**config.mk**
```make
export PLATFORM = sky130hd
export DESIGN_NAME = asic_macro
export DESIGN_NICKNAME = d
export VERILOG_FILES = /design/src/rtl/ml_pkg.sv /design/src/rtl/asic_macro.sv /design/src/rtl/ml_rx.sv /design/src/rtl/ml_tx.sv /design/src/rtl/ml_ctrl.sv /design/src/rtl/pad_sync.sv
export SDC_FILE = /design/constraint.sdc
export NUM_CORES = 1
export LEC_CHECK = 0
export BUFFER_PORTS_ARGS = -buffer_cell sky130_fd_sc_hd__buf_2
export CAP_MARGIN = 10
export CORE_ASPECT_RATIO = 2
export CORE_MARGIN = 5
export CORE_UTILIZATION = 40
export CTS_CLUSTER_SIZE = 25
export DETAILED_ROUTE_END_ITERATION = 12
export GPL_TIMING_DRIVEN = 0
export MAX_ROUTING_LAYER = met4
export PLACE_DENSITY = 0.76
export SYNTH_ARGS = -nofsm -noshare
export SYNTH_HDL_FRONTEND = slang
export SYNTH_SLANG_ARGS = --single-unit
```
**constraint.sdc**
```tcl
create_clock -name clk -period 3.1 [get_ports clk]
set_input_delay 0.155 -clock clk [delete_from_list [all_inputs] [get_ports clk]]
set_output_delay 0.155 -clock clk [all_outputs]
set_load 0.1 [all_outputs]
```
**src/rtl/ml_pkg.sv**
```systemverilog
package ml_pkg;

    // Width of one beat on the memory link pads
    localparam int ML_W = 22;
    // Word address carried in a header beat
    localparam int ADDR_W = 20;
    // Data word moved by a single request
    localparam int DATA_W = 32;
    // Depth of the flop chain on every pad input
    localparam int SYNC_STAGES = 2;
    // A 32-bit word needs two 22-bit beats on the link
    localparam int ML_DATA_BEATS = 2;

    // Command field in the header beat
    // NOP is what an idle A side presents on the data pins
    typedef enum logic [1:0] {
        NOP   = 2'd0,
        READ  = 2'd1,
        WRITE = 2'd2
    } ml_cmd_e;

    // Header view of a beat, command in the top two bits
    typedef struct packed {
        ml_cmd_e           cmd;
        logic [ADDR_W-1:0] addr;
    } ml_hdr_t;

    // The same 22 pins are read as a header on the first beat of a frame
    // and as raw data bits on the beats that follow
    // Second data beat holds word bits 31..22 in its low 10 bits
    typedef union packed {
        ml_hdr_t         hdr;
        logic [ML_W-1:0] data;
    } ml_beat_u;

    // Core side request, wdata is ignored for reads
    typedef struct packed {
        logic              write;
        logic [ADDR_W-1:0] addr;
        logic [DATA_W-1:0] wdata;
    } ml_req_t;

    // Link controller states
    typedef enum logic [2:0] {
        IDLE,
        SEND,
        TURN,
        RECV,
        DONE
    } ml_state_e;

endpackage
```
**src/rtl/asic_macro.sv**
```systemverilog
`timescale 1ns/1ps

module asic_macro (
    input  logic            clk,
    input  logic            rst_n,
    output logic            clko,
    input  logic [26:0]     io_in,
    output logic [26:0]     io_out,
    output logic [26:0]     io_oeb,
    input  logic            req_valid,
    input  ml_pkg::ml_req_t req,
    output logic            busy,
    output logic            done,
    output logic [31:0]     rdata,
    output logic [2:0]      irq
);
    import ml_pkg::*;

    logic        drive_en;
    logic        load;
    logic        arm;
    logic        beat_last;
    logic        word_ok;
    logic        phase;
    logic        ml_clk;
    logic        bbr_s;
    logic [25:0] pin_s;
    ml_beat_u    tx_beat;
    ml_beat_u    rx_beat;

    // All pad inputs share one synchronizer, the data pins are
    // captured even while A is driving and simply ignored then
    pad_sync u_sync (
        .clk   (clk),
        .rst_n (rst_n),
        .pin   ({io_in[26:23], io_in[ML_W-1:0]}),
        .pin_s (pin_s)
    );

    assign rx_beat = pin_s[ML_W-1:0];
    assign bbr_s   = pin_s[22];
    assign irq     = pin_s[25:23];

    ml_ctrl u_ctrl (
        .clk       (clk),
        .rst_n     (rst_n),
        .req_valid (req_valid),
        .req       (req),
        .beat_last (beat_last),
        .word_ok   (word_ok),
        .load      (load),
        .drive_en  (drive_en),
        .arm       (arm),
        .busy      (busy),
        .done      (done)
    );

    ml_tx u_tx (
        .clk       (clk),
        .rst_n     (rst_n),
        .load      (load),
        .req       (req),
        .ml_clk    (ml_clk),
        .phase     (phase),
        .beat      (tx_beat),
        .beat_last (beat_last)
    );

    ml_rx u_rx (
        .clk     (clk),
        .rst_n   (rst_n),
        .arm     (arm),
        .phase   (phase),
        .bbr_s   (bbr_s),
        .data_s  (rx_beat),
        .word_ok (word_ok),
        .rdata   (rdata)
    );

    assign clko = ml_clk;

    // Link data pins, output enables active low follow bus ownership
    assign io_out[ML_W-1:0] = tx_beat;
    assign io_oeb[ML_W-1:0] = {ML_W{~drive_en}};

    // abr tells B that A holds the link, always driven
    assign io_out[22] = drive_en;
    assign io_oeb[22] = 1'b0;

    // bbr and the three interrupt pins are inputs only
    assign io_out[26:23] = 4'd0;
    assign io_oeb[26:23] = 4'b1111;

endmodule

```
**src/rtl/ml_rx.sv**
```systemverilog
`timescale 1ns/1ps

module ml_rx (
    input  logic              clk,
    input  logic              rst_n,
    input  logic              arm,
    input  logic              phase,
    input  logic              bbr_s,
    input  ml_pkg::ml_beat_u  data_s,
    output logic              word_ok,
    output logic [31:0]       rdata
);
    import ml_pkg::*;

    logic [SYNC_STAGES-1:0] phase_d;
    logic                   armed;
    logic [1:0]             beat_idx;
    logic [ML_W-1:0]        lo_q;
    logic                   take;
    logic                   take_last;

    // The pad inputs arrive SYNC_STAGES cycles late, so the phase
    // goes through an equal delay to stay lined up with them
    always_ff @(posedge clk or negedge rst_n) begin
        if (!rst_n) begin
            phase_d <= '0;
        end else begin
            phase_d <= {phase_d[SYNC_STAGES-2:0], phase};
        end
    end

    // One sample per link period, only while B owns the bus
    assign take      = armed && bbr_s && phase_d[SYNC_STAGES-1];
    assign take_last = take && (beat_idx == 2'(ML_DATA_BEATS - 1));

    always_ff @(posedge clk or negedge rst_n) begin
        if (!rst_n) begin
            armed    <= 1'b0;
            beat_idx <= 2'd0;
            word_ok  <= 1'b0;
        end else begin
            word_ok <= take_last;
            if (arm) begin
                armed    <= 1'b1;
                beat_idx <= 2'd0;
            end else if (take_last) begin
                armed    <= 1'b0;
                beat_idx <= 2'd0;
            end else if (take) begin
                beat_idx <= beat_idx + 2'd1;
            end
        end
    end

    // First beat is parked so rdata only moves when the word is whole
    always_ff @(posedge clk) begin
        if (take && !take_last) begin
            lo_q <= data_s.data;
        end
        if (take_last) begin
            rdata <= {data_s.data[DATA_W-ML_W-1:0], lo_q};
        end
    end

endmodule

```
**src/rtl/ml_tx.sv**
```systemverilog
`timescale 1ns/1ps

module ml_tx (
    input  logic             clk,
    input  logic             rst_n,
    input  logic             load,
    input  ml_pkg::ml_req_t  req,
    output logic             ml_clk,
    output logic             phase,
    output ml_pkg::ml_beat_u beat,
    output logic             beat_last
);
    import ml_pkg::*;

    ml_req_t    req_q;
    logic       active;
    logic [1:0] beat_idx;
    logic [1:0] last_idx;

    // A read frame is only the header, a write adds the data beats
    assign last_idx = req_q.write ? 2'(ML_DATA_BEATS) : 2'd0;

    // Phase toggles every clk, and a load restarts it low so the
    // header gets a full period right after the request
    always_ff @(posedge clk or negedge rst_n) begin
        if (!rst_n) begin
            phase <= 1'b0;
        end else if (load) begin
            phase <= 1'b0;
        end else begin
            phase <= ~phase;
        end
    end

    // Link clock is the phase itself, B samples on its rising edge
    assign ml_clk = phase;

    always_ff @(posedge clk) begin
        if (load) begin
            req_q <= req;
        end
    end

    // Step to the next beat at the end of each high phase
    always_ff @(posedge clk or negedge rst_n) begin
        if (!rst_n) begin
            active   <= 1'b0;
            beat_idx <= 2'd0;
        end else if (load) begin
            active   <= 1'b1;
            beat_idx <= 2'd0;
        end else if (active && phase) begin
            if (beat_idx == last_idx) begin
                active   <= 1'b0;
                beat_idx <= 2'd0;
            end else begin
                beat_idx <= beat_idx + 2'd1;
            end
        end
    end

    assign beat_last = active && phase && (beat_idx == last_idx);

    // Beat 0 is the header view, then low and high data slices
    // Idle output reads as a NOP header at address zero
    always_comb begin
        beat.data = '0;
        if (active) begin
            case (beat_idx)
                2'd0: begin
                    beat.hdr.cmd  = req_q.write ? WRITE : READ;
                    beat.hdr.addr = req_q.addr;
                end
                2'd1: begin
                    beat.data = req_q.wdata[ML_W-1:0];
                end
                default: begin
                    beat.data = ML_W'(req_q.wdata[DATA_W-1:ML_W]);
                end
            endcase
        end
    end

    // A new frame must never cut into the one still on the pins
    a_load_when_idle: assert property (
        @(posedge clk) disable iff (!rst_n) load |-> !active
    );

endmodule

```
**src/rtl/ml_ctrl.sv**
```systemverilog
`timescale 1ns/1ps

module ml_ctrl (
    input  logic            clk,
    input  logic            rst_n,
    input  logic            req_valid,
    input  ml_pkg::ml_req_t req,
    input  logic            beat_last,
    input  logic            word_ok,
    output logic            load,
    output logic            drive_en,
    output logic            arm,
    output logic            busy,
    output logic            done
);
    import ml_pkg::*;

    ml_state_e state;
    ml_state_e state_nxt;
    logic      is_write;

    // A request is taken only from IDLE and anything else is dropped
    assign load = req_valid && (state == IDLE);

    always_comb begin
        state_nxt = state;
        case (state)
            IDLE: begin
                if (req_valid) begin
                    state_nxt = SEND;
                end
            end
            SEND: begin
                // Writes finish with the last data beat
                // Reads give up the link after the header
                if (beat_last) begin
                    state_nxt = is_write ? DONE : TURN;
                end
            end
            TURN: begin
                // Single dead cycle so both sides are off the pins
                state_nxt = RECV;
            end
            RECV: begin
                if (word_ok) begin
                    state_nxt = DONE;
                end
            end
            DONE: begin
                state_nxt = IDLE;
            end
            default: begin
                state_nxt = IDLE;
            end
        endcase
    end

    always_ff @(posedge clk or negedge rst_n) begin
        if (!rst_n) begin
            state <= IDLE;
        end else begin
            state <= state_nxt;
        end
    end

    // Remember the kind of frame for the SEND exit decision
    always_ff @(posedge clk or negedge rst_n) begin
        if (!rst_n) begin
            is_write <= 1'b0;
        end else if (load) begin
            is_write <= req.write;
        end
    end

    // Bus ownership comes from a flop so abr and the pad enables
    // switch cleanly and stay high for exactly the SEND cycles
    always_ff @(posedge clk or negedge rst_n) begin
        if (!rst_n) begin
            drive_en <= 1'b0;
        end else begin
            drive_en <= (state_nxt == SEND);
        end
    end

    // Receiver is armed once at the start of the turnaround
    assign arm  = (state == TURN);
    assign busy = (state != IDLE);
    assign done = (state == DONE);

    // The core may only strobe a request while the link is idle
    a_no_req_when_busy: assert property (
        @(posedge clk) disable iff (!rst_n) req_valid |-> !busy
    );

    // The final beat of a frame must still leave while A holds the link
    a_last_beat_driven: assert property (
        @(posedge clk) disable iff (!rst_n) beat_last |-> drive_en
    );

endmodule

```
**src/rtl/pad_sync.sv**
```systemverilog
`timescale 1ns/1ps

module pad_sync (
    input  logic        clk,
    input  logic        rst_n,
    input  logic [25:0] pin,
    output logic [25:0] pin_s
);
    import ml_pkg::*;

    // Stage 0 takes the raw pins, the last stage feeds the core
    // Bits are link data 21..0, bbr at 22 and interrupts at 25..23
    logic [SYNC_STAGES-1:0][25:0] sync_q;

    always_ff @(posedge clk or negedge rst_n) begin
        if (!rst_n) begin
            sync_q <= '0;
        end else begin
            sync_q <= {sync_q[SYNC_STAGES-2:0], pin};
        end
    end

    assign pin_s = sync_q[SYNC_STAGES-1];

endmodule

```
==> results of run 1 <==
kinds of logic (layout without fill, tap and decap cells):
logic type / count (synthesis) / in the layout
DFF: 174 / 174
xor gates and xnor gates: 2 / 2
muxes: 1 / 1
AOI/OAI and AO/OA: 44 / 44
buffers and inverters: 49 / 327
adders and majority gates: 2 / 2
and+or+nand+nor: 46 / 46
other: 2 / 9
layout make-up:
| type | instances | area, um2 |
|---|---|---|
| Buffer | 41 | 281.5 |
| Clock buffer | 17 | 425.4 |
| Clock inverter | 15 | 188.9 |
| Fill cell | 1098 | 5939 |
| Inverter | 8 | 30.03 |
| Multi-Input combinational cell | 104 | 701.9 |
| Sequential cell | 174 | 4890 |
| Tap cell | 192 | 240.2 |
| Timing Repair Buffer | 246 | 1654 |
report_power, final:
group | switching [mW] | internal (mW)
logic | 3.08 | 0.766
clock network | 0.916 | 1.23
registers | 0.122 | 2.75
final timing paths:
path	end	slack, ns	cells past startpoint
setup / recovery	io_out[8]	0.27	6
hold / removal	u_ctrl.state[0]$_DFF_PN0_	0.24	4
setup reg to reg	u_ctrl.is_write$_DFFE_PN0P_	0.97	3
hold reg to reg	u_rx.phase_d[1]$_DFF_PN0_	0.35	0
max in group asynchronous	u_sync.sync_q[5]$_DFF_PN0_	2.18	2
min in group asynchronous	u_sync.sync_q[23]$_DFF_PN0_	0.38	2
sequential cells by signal, indices dropped and copies added, names as in the netlist, 2 cells and up:
signal         count
u_tx.req_q        53
u_rx.rdata        32
u_ctrl.state       3
u_sync.pin_s      26
u_rx.lo_q         22
u_rx.phase_d       2
u_sync.sync_q     26
u_tx.beat_idx      2
u_rx.beat_idx      2
routing by layer:
layer  global-route usage, %  routed length, um  share of wire, %
met2                   26.41               6830                57
met5                       -                  0                 0
met4                   7.127                393               3.3
met1                   14.38               4051                34
met3                   3.997                607               5.1
worst max-delay path: cells and delay by family (launching register included):
| family | cells | cell delay (ns) |
|---|---|---|
| buffers and inverters | 2 | 0.55 |
| AND/OR/NAND/NOR | 2 | 0.79 |
| flip-flops | 1 | 0.44 |
| AO/OA/AOI/OAI | 1 | 0.22 |
| adder cells (fa/ha/maj) | 1 | 0.26 |
stage by stage:
stage               cell area, um2  utilization, %
floorplan                     5893               -
global placement              6954           48.46
detailed placement            6997           48.75
CTS                           8412           58.61
global route                  8412           58.61
finish                        8412           58.61
placed cells by master, fill, tap and decap left out, types with 2 or more instances in the layout:
cell type      netlist  final
a21boi_1             0     11
a21o_1               2      2
a21oi_1              3      2
a22oi_1             21     21
buf_2                0    163
buf_4               34     35
buf_8                0      2
bufinv_16            0      2
clkbuf_1             7      7
clkbuf_16            0     17
clkinv_8             0      2
clkinvlp_4           0      2
conb_1               2      9
dfrtp_1             67     67
dlygate4sd3_1        0     80
edfxtp_1           107    107
ha_1                 2      2
inv_1                8      8
inv_6                0      5
inv_8                0      3
nand2_1             15     15
nand3b_1             2      2
nor2_1               5      5
nor2b_1             11     11
nor3_1               3      2
nor3b_1              2      2
or3_4                2      2
repair_timing:
item	CTS	global route
hold endpoints to repair	147	0
hold buffers	80	0
setup buffers	0	0
==> flow_summary_export.csv, run 1 <==
group,metric,value,unit
layout,nNetsFinal,677,
worst_setup_path,timing.rr.start,"u_ctrl.state[0]$_DFF_PN0_",
cts,insertion_delay,0.41,ns
cts,clock_sinks,174,
timing,finalHoldViolCount,0,
yosys,ys_ff_latch,174,
yosys,synth.top_cell.area_share,54.81,%
worst_setup_path,worstPathMaxFanout,10,
yosys,ys_seq_area_share,83.42,%
timing,fin_skew,0.007956,ns
worst_hold_path,hold_class,"input port to flop",
yosys,synthAdderAreaFrac,0.4269,%
status,status,"finished, final reports clean",
layout,drive_above_1_share,39.67,%
timing,setup_violations,0,
flow_run,cap_violations,0,
yosys,synthesis.area,0.005862,mm2
floorplan,die-area,0.01732,mm2
worst_setup_path,cp.required,2.94,ns
route,vias_per_cell,4.424,
floorplan,initial_utilization,40.85,%
cts,path_clk_slew,0.06,ns
global_route,grt_pass1_vias,3894,
floorplan,ios,175,
worst_setup_path,crit_start,"u_tx.beat_idx[0]$_DFFE_PN0P_",
worst_setup_path,worst_setup_path_start_kind,"flop",
timing,slew_headroom,37.77,%
global_route,track_usage,14.86,%
yosys,synthTopCellsByArea,"edfxtp_1 (55%), dfrtp_1 (29%), buf_4 (4.4%)",
yosys,synth_common_cells,"edfxtp_1 (107), dfrtp_1 (67), buf_4 (34), a22oi_1 (21), nand2_1 (15)",
yosys,synth_mux_area_share,0.1921,%
yosys,yosysWarnings,0,
timing,fmax,353.5,MHz
yosys,synth-simple-area-share,4.546,%
worst_setup_path,end_kind,"output pin",
timing,fin_crit_sh,91.26,%
cts,cts_resized,0,
power_and_ir_drop,power_density,1054,mW/mm2
power_and_ir_drop,ir_worst_vdd,618.5,uV
cts,ctsHtreeMaxLevel,4,
timing,fin_crit,2.829,ns
yosys,synth_area_leader_cell,"edfxtp_1",
place,io_buffers,164,
cts,ctsRootBufferMaster,"clkbuf_16",
worst_hold_path,min_from,"req_valid",
timing,worst_slew_pin_slew,0.9334,ns
timing,fin_hold_ws,0.2378,ns
yosys,synth_edf_count,107,
floorplan,core_area,0.01435,mm2
layout,areaGrowthSynthToFinish,43.50,%
floorplan,die_width,95.60,um
timing,drv_slew,0,
power_and_ir_drop,p_leak,3.542,nW
worst_setup_path,crit_chain,"inv_1 -> ha_1 -> nor2_1 -> nand2_1 -> a21boi_1 -> buf_2",
place,place_worst_setup_slack,0.7523,ns
yosys,synth_top_family_by_area,"compound AO/OA/AOI/OAI gates",
yosys,synth-async-reset-ratio,38.51,%
yosys,synth.distinct_cells,34,
worst_setup_path,critical-path-max-stage-delay,0.64,ns
timing,grt_setup_unrepaired,"false",
global_route,grt_pass1_wl,18850,um
route,ant_nets,0,
route,dr.pass1.iters,4,
floorplan,rows,62,
route,first_iter_violations,149,
yosys,synth_most_common_cell,"edfxtp_1",
global_route,grt_max_degree,68,
layout,diodes,0,
route,wl_per_cell,14.91,um
yosys,synth_flop_cell,"edfxtp_1",
route,routed-via-count,3526,
timing,setup_tns,0,ns
yosys,synth_compound_area_share,5.678,%
place,place_congestion,0.6687,
worst_setup_path,slowest_stage,"nor2_1",
timing,setup_ws,0.2710,ns
worst_setup_path,cp.arrival,2.67,ns
power_and_ir_drop,total_power,8.865,mW
cts,cts_tree,"built",
worst_setup_path,worstSetupPathType,"flop to output pin",
cts,cts_buffers,17,
global_route,antenna_found_initial,0,
place,dp_cells,685,
route,routed_wl,11880,um
yosys,syn_inst,320,
cts,clk_path_buf_depth,2,
yosys,synth_xor_area_share,0.2988,%
global_route,overflow,0,
place,dp_hpwl,7535,um
yosys,syn_avg_cell_area,18.32,um2
route,drc,0,
floorplan,die_y,181.2,um
layout,stdcell_count,797,
Power figures use the tool's default switching activity.
==> run 2: changes to the inputs <==
- PLACE_DENSITY: 0.76 -> 0.67
==> run 2 against run 1 <==
Effect of this change: clock-buffer cell count did not move; maximum frequency rose by 3.9%; clock skew fell by 0.0016 ns.
==> flow_summary_export.csv, run 2 (synthesis results as in run 1) <==
group,metric,value,unit
worst_setup_path,r2r_end,"u_ctrl.is_write$_DFFE_PN0P_",
global_route,overflow,0,
power_and_ir_drop,ir_worst_vdd,781.6,uV
timing,drv_slew,0,
cts,clk_path_buf_depth,2,
layout,final_cell_mix,"buf_2 (164), edfxtp_1 (107), dlygate4sd3_1 (80), dfrtp_1 (67), buf_4 (34)",
timing,finalHoldViolCount,0,
cts,cts_buffers,17,
global_route,grt_pass1_vias,3791,
worst_setup_path,reg2regPathDepth,3,
timing,setup_tns,0,ns
layout,stdcell_area,0.008447,mm2
cts,ctsRootBufferMaster,"clkbuf_16",
floorplan,initial_utilization,40.85,%
worst_setup_path,rrSetupSlack,0.98,ns
layout,nNetsFinal,678,
worst_setup_path,end_kind,"output pin",
worst_setup_path,worstPathMaxFanout,10,
route,ant_nets,0,
flow_run,cap_violations,0,
timing,setup_violations,0,
floorplan,die-area,0.01732,mm2
floorplan,die_y,181.2,um
worst_hold_path,min_from,"req_valid",
layout,final_common_cell,"buf_2",
place,io_buffers,164,
timing,fin_crit,2.723,ns
cts,clock_sinks,174,
place,place_area,0.007027,mm2
floorplan,ios,175,
route,vias_per_cell,4.408,
worst_hold_path,min_to,"u_ctrl.state[0]$_DFF_PN0_",
layout,largest-register,"u_tx.req_q",
layout,areaGrowthSynthToFinish,44.10,%
worst_hold_path,hold_class,"input port to flop",
timing,fmax,367.2,MHz
layout,drive_above_1_share,39.93,%
global_route,grt_pass1_wl,18590,um
route,dr.pass1.iters,4,
timing,slew_headroom,37.76,%
route,routed_wl,11870,um
timing,grt_setup_unrepaired,"false",
power_and_ir_drop,power_density,1049,mW/mm2
floorplan,core_area,0.01435,mm2
floorplan,die_width,95.60,um
global_route,track_usage,14.71,%
global_route,antenna_found_initial,0,
layout,top_regs,"u_tx.req_q (53), u_rx.rdata (32)",
worst_setup_path,cp.arrival,2.57,ns
route,wl_per_cell,14.85,um
route,routed-via-count,3522,
place,dp_hpwl,7724,um
worst_hold_path,holdPathStages,4,
layout,largest_reg_flops,53,
global_route,grt_max_degree,60,
cts,path_clk_slew,0.07,ns
power_and_ir_drop,p_leak,3.558,nW
timing,fin_skew,0.006360,ns
worst_setup_path,worst_setup_path_start_kind,"flop",
status,status,"finished, final reports clean",
route,drc,0,
worst_setup_path,worstSetupPathType,"flop to output pin",
worst_setup_path,timing.rr.start,"u_ctrl.state[0]$_DFF_PN0_",
cts,insertion_delay,0.42,ns
worst_setup_path,cp.required,2.94,ns
cts,cts_tree,"built",
place,place_congestion,0.7320,
timing,fin_crit_sh,87.85,%
cts,ctsHtreeMaxLevel,4,
route,first_iter_violations,115,
timing,worst_slew_pin_slew,0.9336,ns
cts,cts_resized,0,
floorplan,rows,62,
## run 2: worst max path at each step
stage / from / endpoint / slack [ns] / depth (start not counted)
floorplan: u_ctrl.state[1]$_DFF_PN0_ / done / 0.15 / 2
global placement: u_rx.phase_d[1]$_DFF_PN0_ / u_rx.rdata[11]$_DFFE_PP_ / 0.44 / 2
detailed placement: u_tx.beat_idx[0]$_DFFE_PN0P_ / io_out[7] / 0.81 / 6
CTS: u_tx.beat_idx[0]$_DFFE_PN0P_ / io_out[7] / 0.34 / 6
global route: u_tx.beat_idx[0]$_DFFE_PN0P_ / io_out[1] / 0.16 / 6
finish: u_tx.beat_idx[0]$_DFFE_PN0P_ / io_out[6] / 0.38 / 6
## run 2: per-layer routing
layer	wire length [um]	GRT usage, %
met2	6851	26.38
met5	0	-
met4	246	5.872
met1	4196	14.37
met3	571	4.246
## run 2: layout make-up
cell class | instances | area, um2
Fill cell | 1084 | 5904
Sequential cell | 174 | 4890
Timing Repair Buffer | 247 | 1684
Multi-Input combinational cell | 104 | 701.9
Clock buffer | 17 | 425.4
Buffer | 41 | 281.5
Tap cell | 192 | 240.2
Clock inverter | 15 | 191.4
Inverter | 8 | 30.03
Antenna cell | 1 | 2.502
## run 2: power breakdown
group | internal [mW] | switching (mW) | leakage (nW)
Sequential | 2.75 | 0.121 | 1.76
Combinational | 0.774 | 3.07 | 1.50
Clock | 1.17 | 0.970 | 0.297
Total | 4.69 | 4.17 | 3.56
## run 2: repair_timing
item | in CTS | in global routing
hold buffers | 80 | 0
setup buffers | 0 | 0
hold endpoints to repair | 104 | 0
## run 2: stage by stage
step / setup slack [ns] / power (mW) / utilization (%) / cells / hold slack, ns
3_5_place_dp: 0.8127 / 6.702 / 48.96 / 686 / 0.1777
6_report: 0.3766 / 8.860 / 58.86 / 799 / 0.2055
2_1_floorplan: 0.1507 / 6.088 / - / 327 / -0.1406
5_1_grt: 0.1554 / 9.208 / 58.84 / 798 / 0.2334
4_1_cts: 0.3388 / 8.945 / 58.84 / 798 / 0.1859
3_3_place_gp: 0.4417 / 6.619 / 48.46 / 683 / 0.2645
## run 2: critical path: stages, from the launching register on
cell	delay (ns)
dfrtp_1	0.43
inv_1	0.09
ha_1	0.26
nor2_1	0.61
nand2_1	0.15
a21boi_1	0.17
buf_2	0.44
==> run 3: changes to the inputs <==
- CORE_UTILIZATION: 40 -> 46
- PLACE_DENSITY: 0.67 -> 0.75
- RECOVER_POWER: default -> 50
==> run 3 against run 2 <==
Effect of this change: maximum frequency shrank 0.11%; critical path type unchanged; register-to-register slack is essentially flat; die area shrank 12%; critical endpoint is now io_out[3]; highest routed layer unchanged; wire length grew 3.3%; combinational power is essentially flat; first-iteration DRC count grew 43%.
==> flow_summary_export.csv, run 3 (synthesis results as in run 1) <==
group,metric,value,unit
route,first_iter_violations,164,
route,drc,0,
worst_setup_path,end_kind,"output pin",
power_and_ir_drop,p_seq_share,32.7,%
power_and_ir_drop,switching_share,47.26,%
layout,drive_above_1_share,37.79,%
worst_setup_path,critical-path-max-stage-delay,0.61,ns
global_route,track_usage,16.84,%
layout,nNetsFinal,678,
floorplan,core_area,0.01255,mm2
cts,ctsHtreeMaxLevel,4,
place,dp_hpwl,7792,um
worst_setup_path,cp.required,2.94,ns
global_route,antenna_found_initial,0,
cts,path_clk_slew,0.06,ns
place,place_congestion,0.7258,
place,place_worst_setup_slack,0.8456,ns
layout,areaGrowthSynthToFinish,42.41,%
layout,final_common_cell,"buf_2",
timing,setup_ws,0.3735,ns
route,dr.pass1.iters,4,
place,io_buffers,164,
global_route,grt_util_met2,30.58,%
floorplan,rows,58,
worst_setup_path,worstPathMaxFanout,10,
floorplan,die_width,89.82,um
layout,nFillCells,867,
global_route,grt_pass1_vias,3938,
global_route,use_met1,16.88,%
timing,fin_crit_sh,87.95,%
cts,cts_resized,0,
timing,drv_slew,0,
floorplan,initial_utilization,46.69,%
timing,worst_slew_pin_slew,1.235,ns
timing,fin_hold_ws,0.2130,ns
worst_setup_path,worst_setup_path_start_kind,"flop",
layout,largest_reg_flops,53,
cts,clk_path_buf_depth,2,
worst_setup_path,slowest_stage,"nor2_1",
status,status,"finished, final reports clean",
global_route,top_usage_layer,"met2",
worst_hold_path,hold_class,"input port to flop",
layout,diodes,0,
power_and_ir_drop,clockPowerShare,23.6,%
route,routed_wl,12260,um
power_and_ir_drop,power.internal,4.636,mW
power_and_ir_drop,power_frac_comb,43.7,%
global_route,grt_pass1_wl,19450,um
timing,setup_violations,0,
power_and_ir_drop,total_power,8.790,mW
timing,fmax,366.8,MHz
worst_setup_path,crit_chain,"inv_1 -> ha_1 -> nor2_1 -> nand2_1 -> a21boi_1 -> buf_2",
route,ant_nets,0,
power_and_ir_drop,power_density,1053,mW/mm2
layout,final_util,66.49,%
power_and_ir_drop,p_leak,3.514,nW
floorplan,die-area,0.01524,mm2
timing,slew_headroom,17.65,%
layout,multiInputGateArea,701.9,um2
floorplan,die_y,169.6,um
cts,insertion_delay,0.41,ns
cts,cts_buffers,17,
route,vias_per_cell,4.639,
worst_setup_path,cp.arrival,2.57,ns
layout,register_area,0.004890,mm2
timing,setup_tns,0,ns
timing,fin_crit,2.726,ns
timing,finalHoldViolCount,0,
power_and_ir_drop,power_switching,4.154,mW
power_and_ir_drop,ir_worst_vdd,852.8,uV
flow_run,cap_violations,0,
worst_setup_path,worstSetupPathType,"flop to output pin",
layout,largest-register,"u_tx.req_q",
global_route,grt_max_degree,60,
global_route,overflow,0,
route,routed-via-count,3507,
layout,final_cell_mix,"buf_2 (151), edfxtp_1 (107), dlygate4sd3_1 (80), dfrtp_1 (67), buf_4 (34)",
cts,ctsRootBufferMaster,"clkbuf_16",
cts,clock_sinks,174,
timing,fin_skew,0.009925,ns
timing,grt_setup_unrepaired,"false",
floorplan,ios,175,
route,wl_per_cell,16.22,um
layout,top_regs,"u_tx.req_q (53), u_rx.rdata (32)",
global_route,grtUsageMet3,5.058,%
cts,cts_tree,"built",
-- run 3: cell types whose count changed in the layout (fill, tap and decap cells not counted), sizes merged --
cell / change
buf: -14
bufinv: -1
clkbuf: +15
clkinvlp: -1
diode: -1
inv: +1
-- run 3: through the flow --
step                area (um2)  instances
global placement          6902        641
CTS                       8379        756
floorplan                 5893        327
detailed placement        6974        644
finish                    8348        756
global route              8348        756
-- run 3: cell type report --
cell class / count / share of cell area (%)
buffer: 41 / 3.372
clock buffer: 18 / 5.261
clock inverter: 14 / 1.978
inverter: 8 / 0.3597
multi-input combinational: 104 / 8.408
sequential: 174 / 58.57
tap: 150 / 2.248
timing repair buffer: 247 / 19.80
-- run 3: critical path, delay by kind of cell, from the launching register on --
kind	cells	cell delay, ns
and+or+nand+nor	2	0.73
buffers and inverters	2	0.54
DFF	1	0.44
adders and majority gates	1	0.26
AOI/OAI and AO/OA	1	0.19
-- run 3: power groups by stage --
stage	clock network, mW	logic [mW]	registers [mW]
after floorplan	0	2.91	3.18
after global placement	0	3.68	2.91
after detailed placement	0	3.76	2.93
after CTS	2.12	3.85	2.88
after global routing	2.24	3.98	2.90
final	2.07	3.84	2.88
-- run 3: worst paths after layout --
| path | start | to | slack [ns] | cells past startpoint |
|---|---|---|---|---|
| max in group asynchronous | rst_n | u_ctrl.state[2]$_DFF_PN0_ | 0.93 | 3 |
| worst min register to register | u_sync.sync_q[6]$_DFF_PN0_ | u_sync.pin_s[6]$_DFF_PN0_ | 0.35 | 0 |
| worst max-delay path | u_tx.beat_idx[0]$_DFFE_PN0P_ | io_out[3] | 0.37 | 6 |
| worst min-delay path | req_valid | u_ctrl.state[0]$_DFF_PN0_ | 0.21 | 4 |
| min in group asynchronous | rst_n | u_sync.pin_s[25]$_DFF_PN0_ | 0.53 | 2 |
| worst max register to register | u_ctrl.state[0]$_DFF_PN0_ | u_ctrl.is_write$_DFFE_PN0P_ | 0.98 | 3 |
-- run 3: repair_timing --
item,4_1_cts,5_1_grt
hold buffers,80,0
setup buffers,0,0
hold endpoints to repair,104,0
-- run 3: layer usage --
layer,routed length (um),vias up
met5,0,-
met4,184,0
met3,550,12
met2,7233,117
met1,4292,1710
li1,-,1668
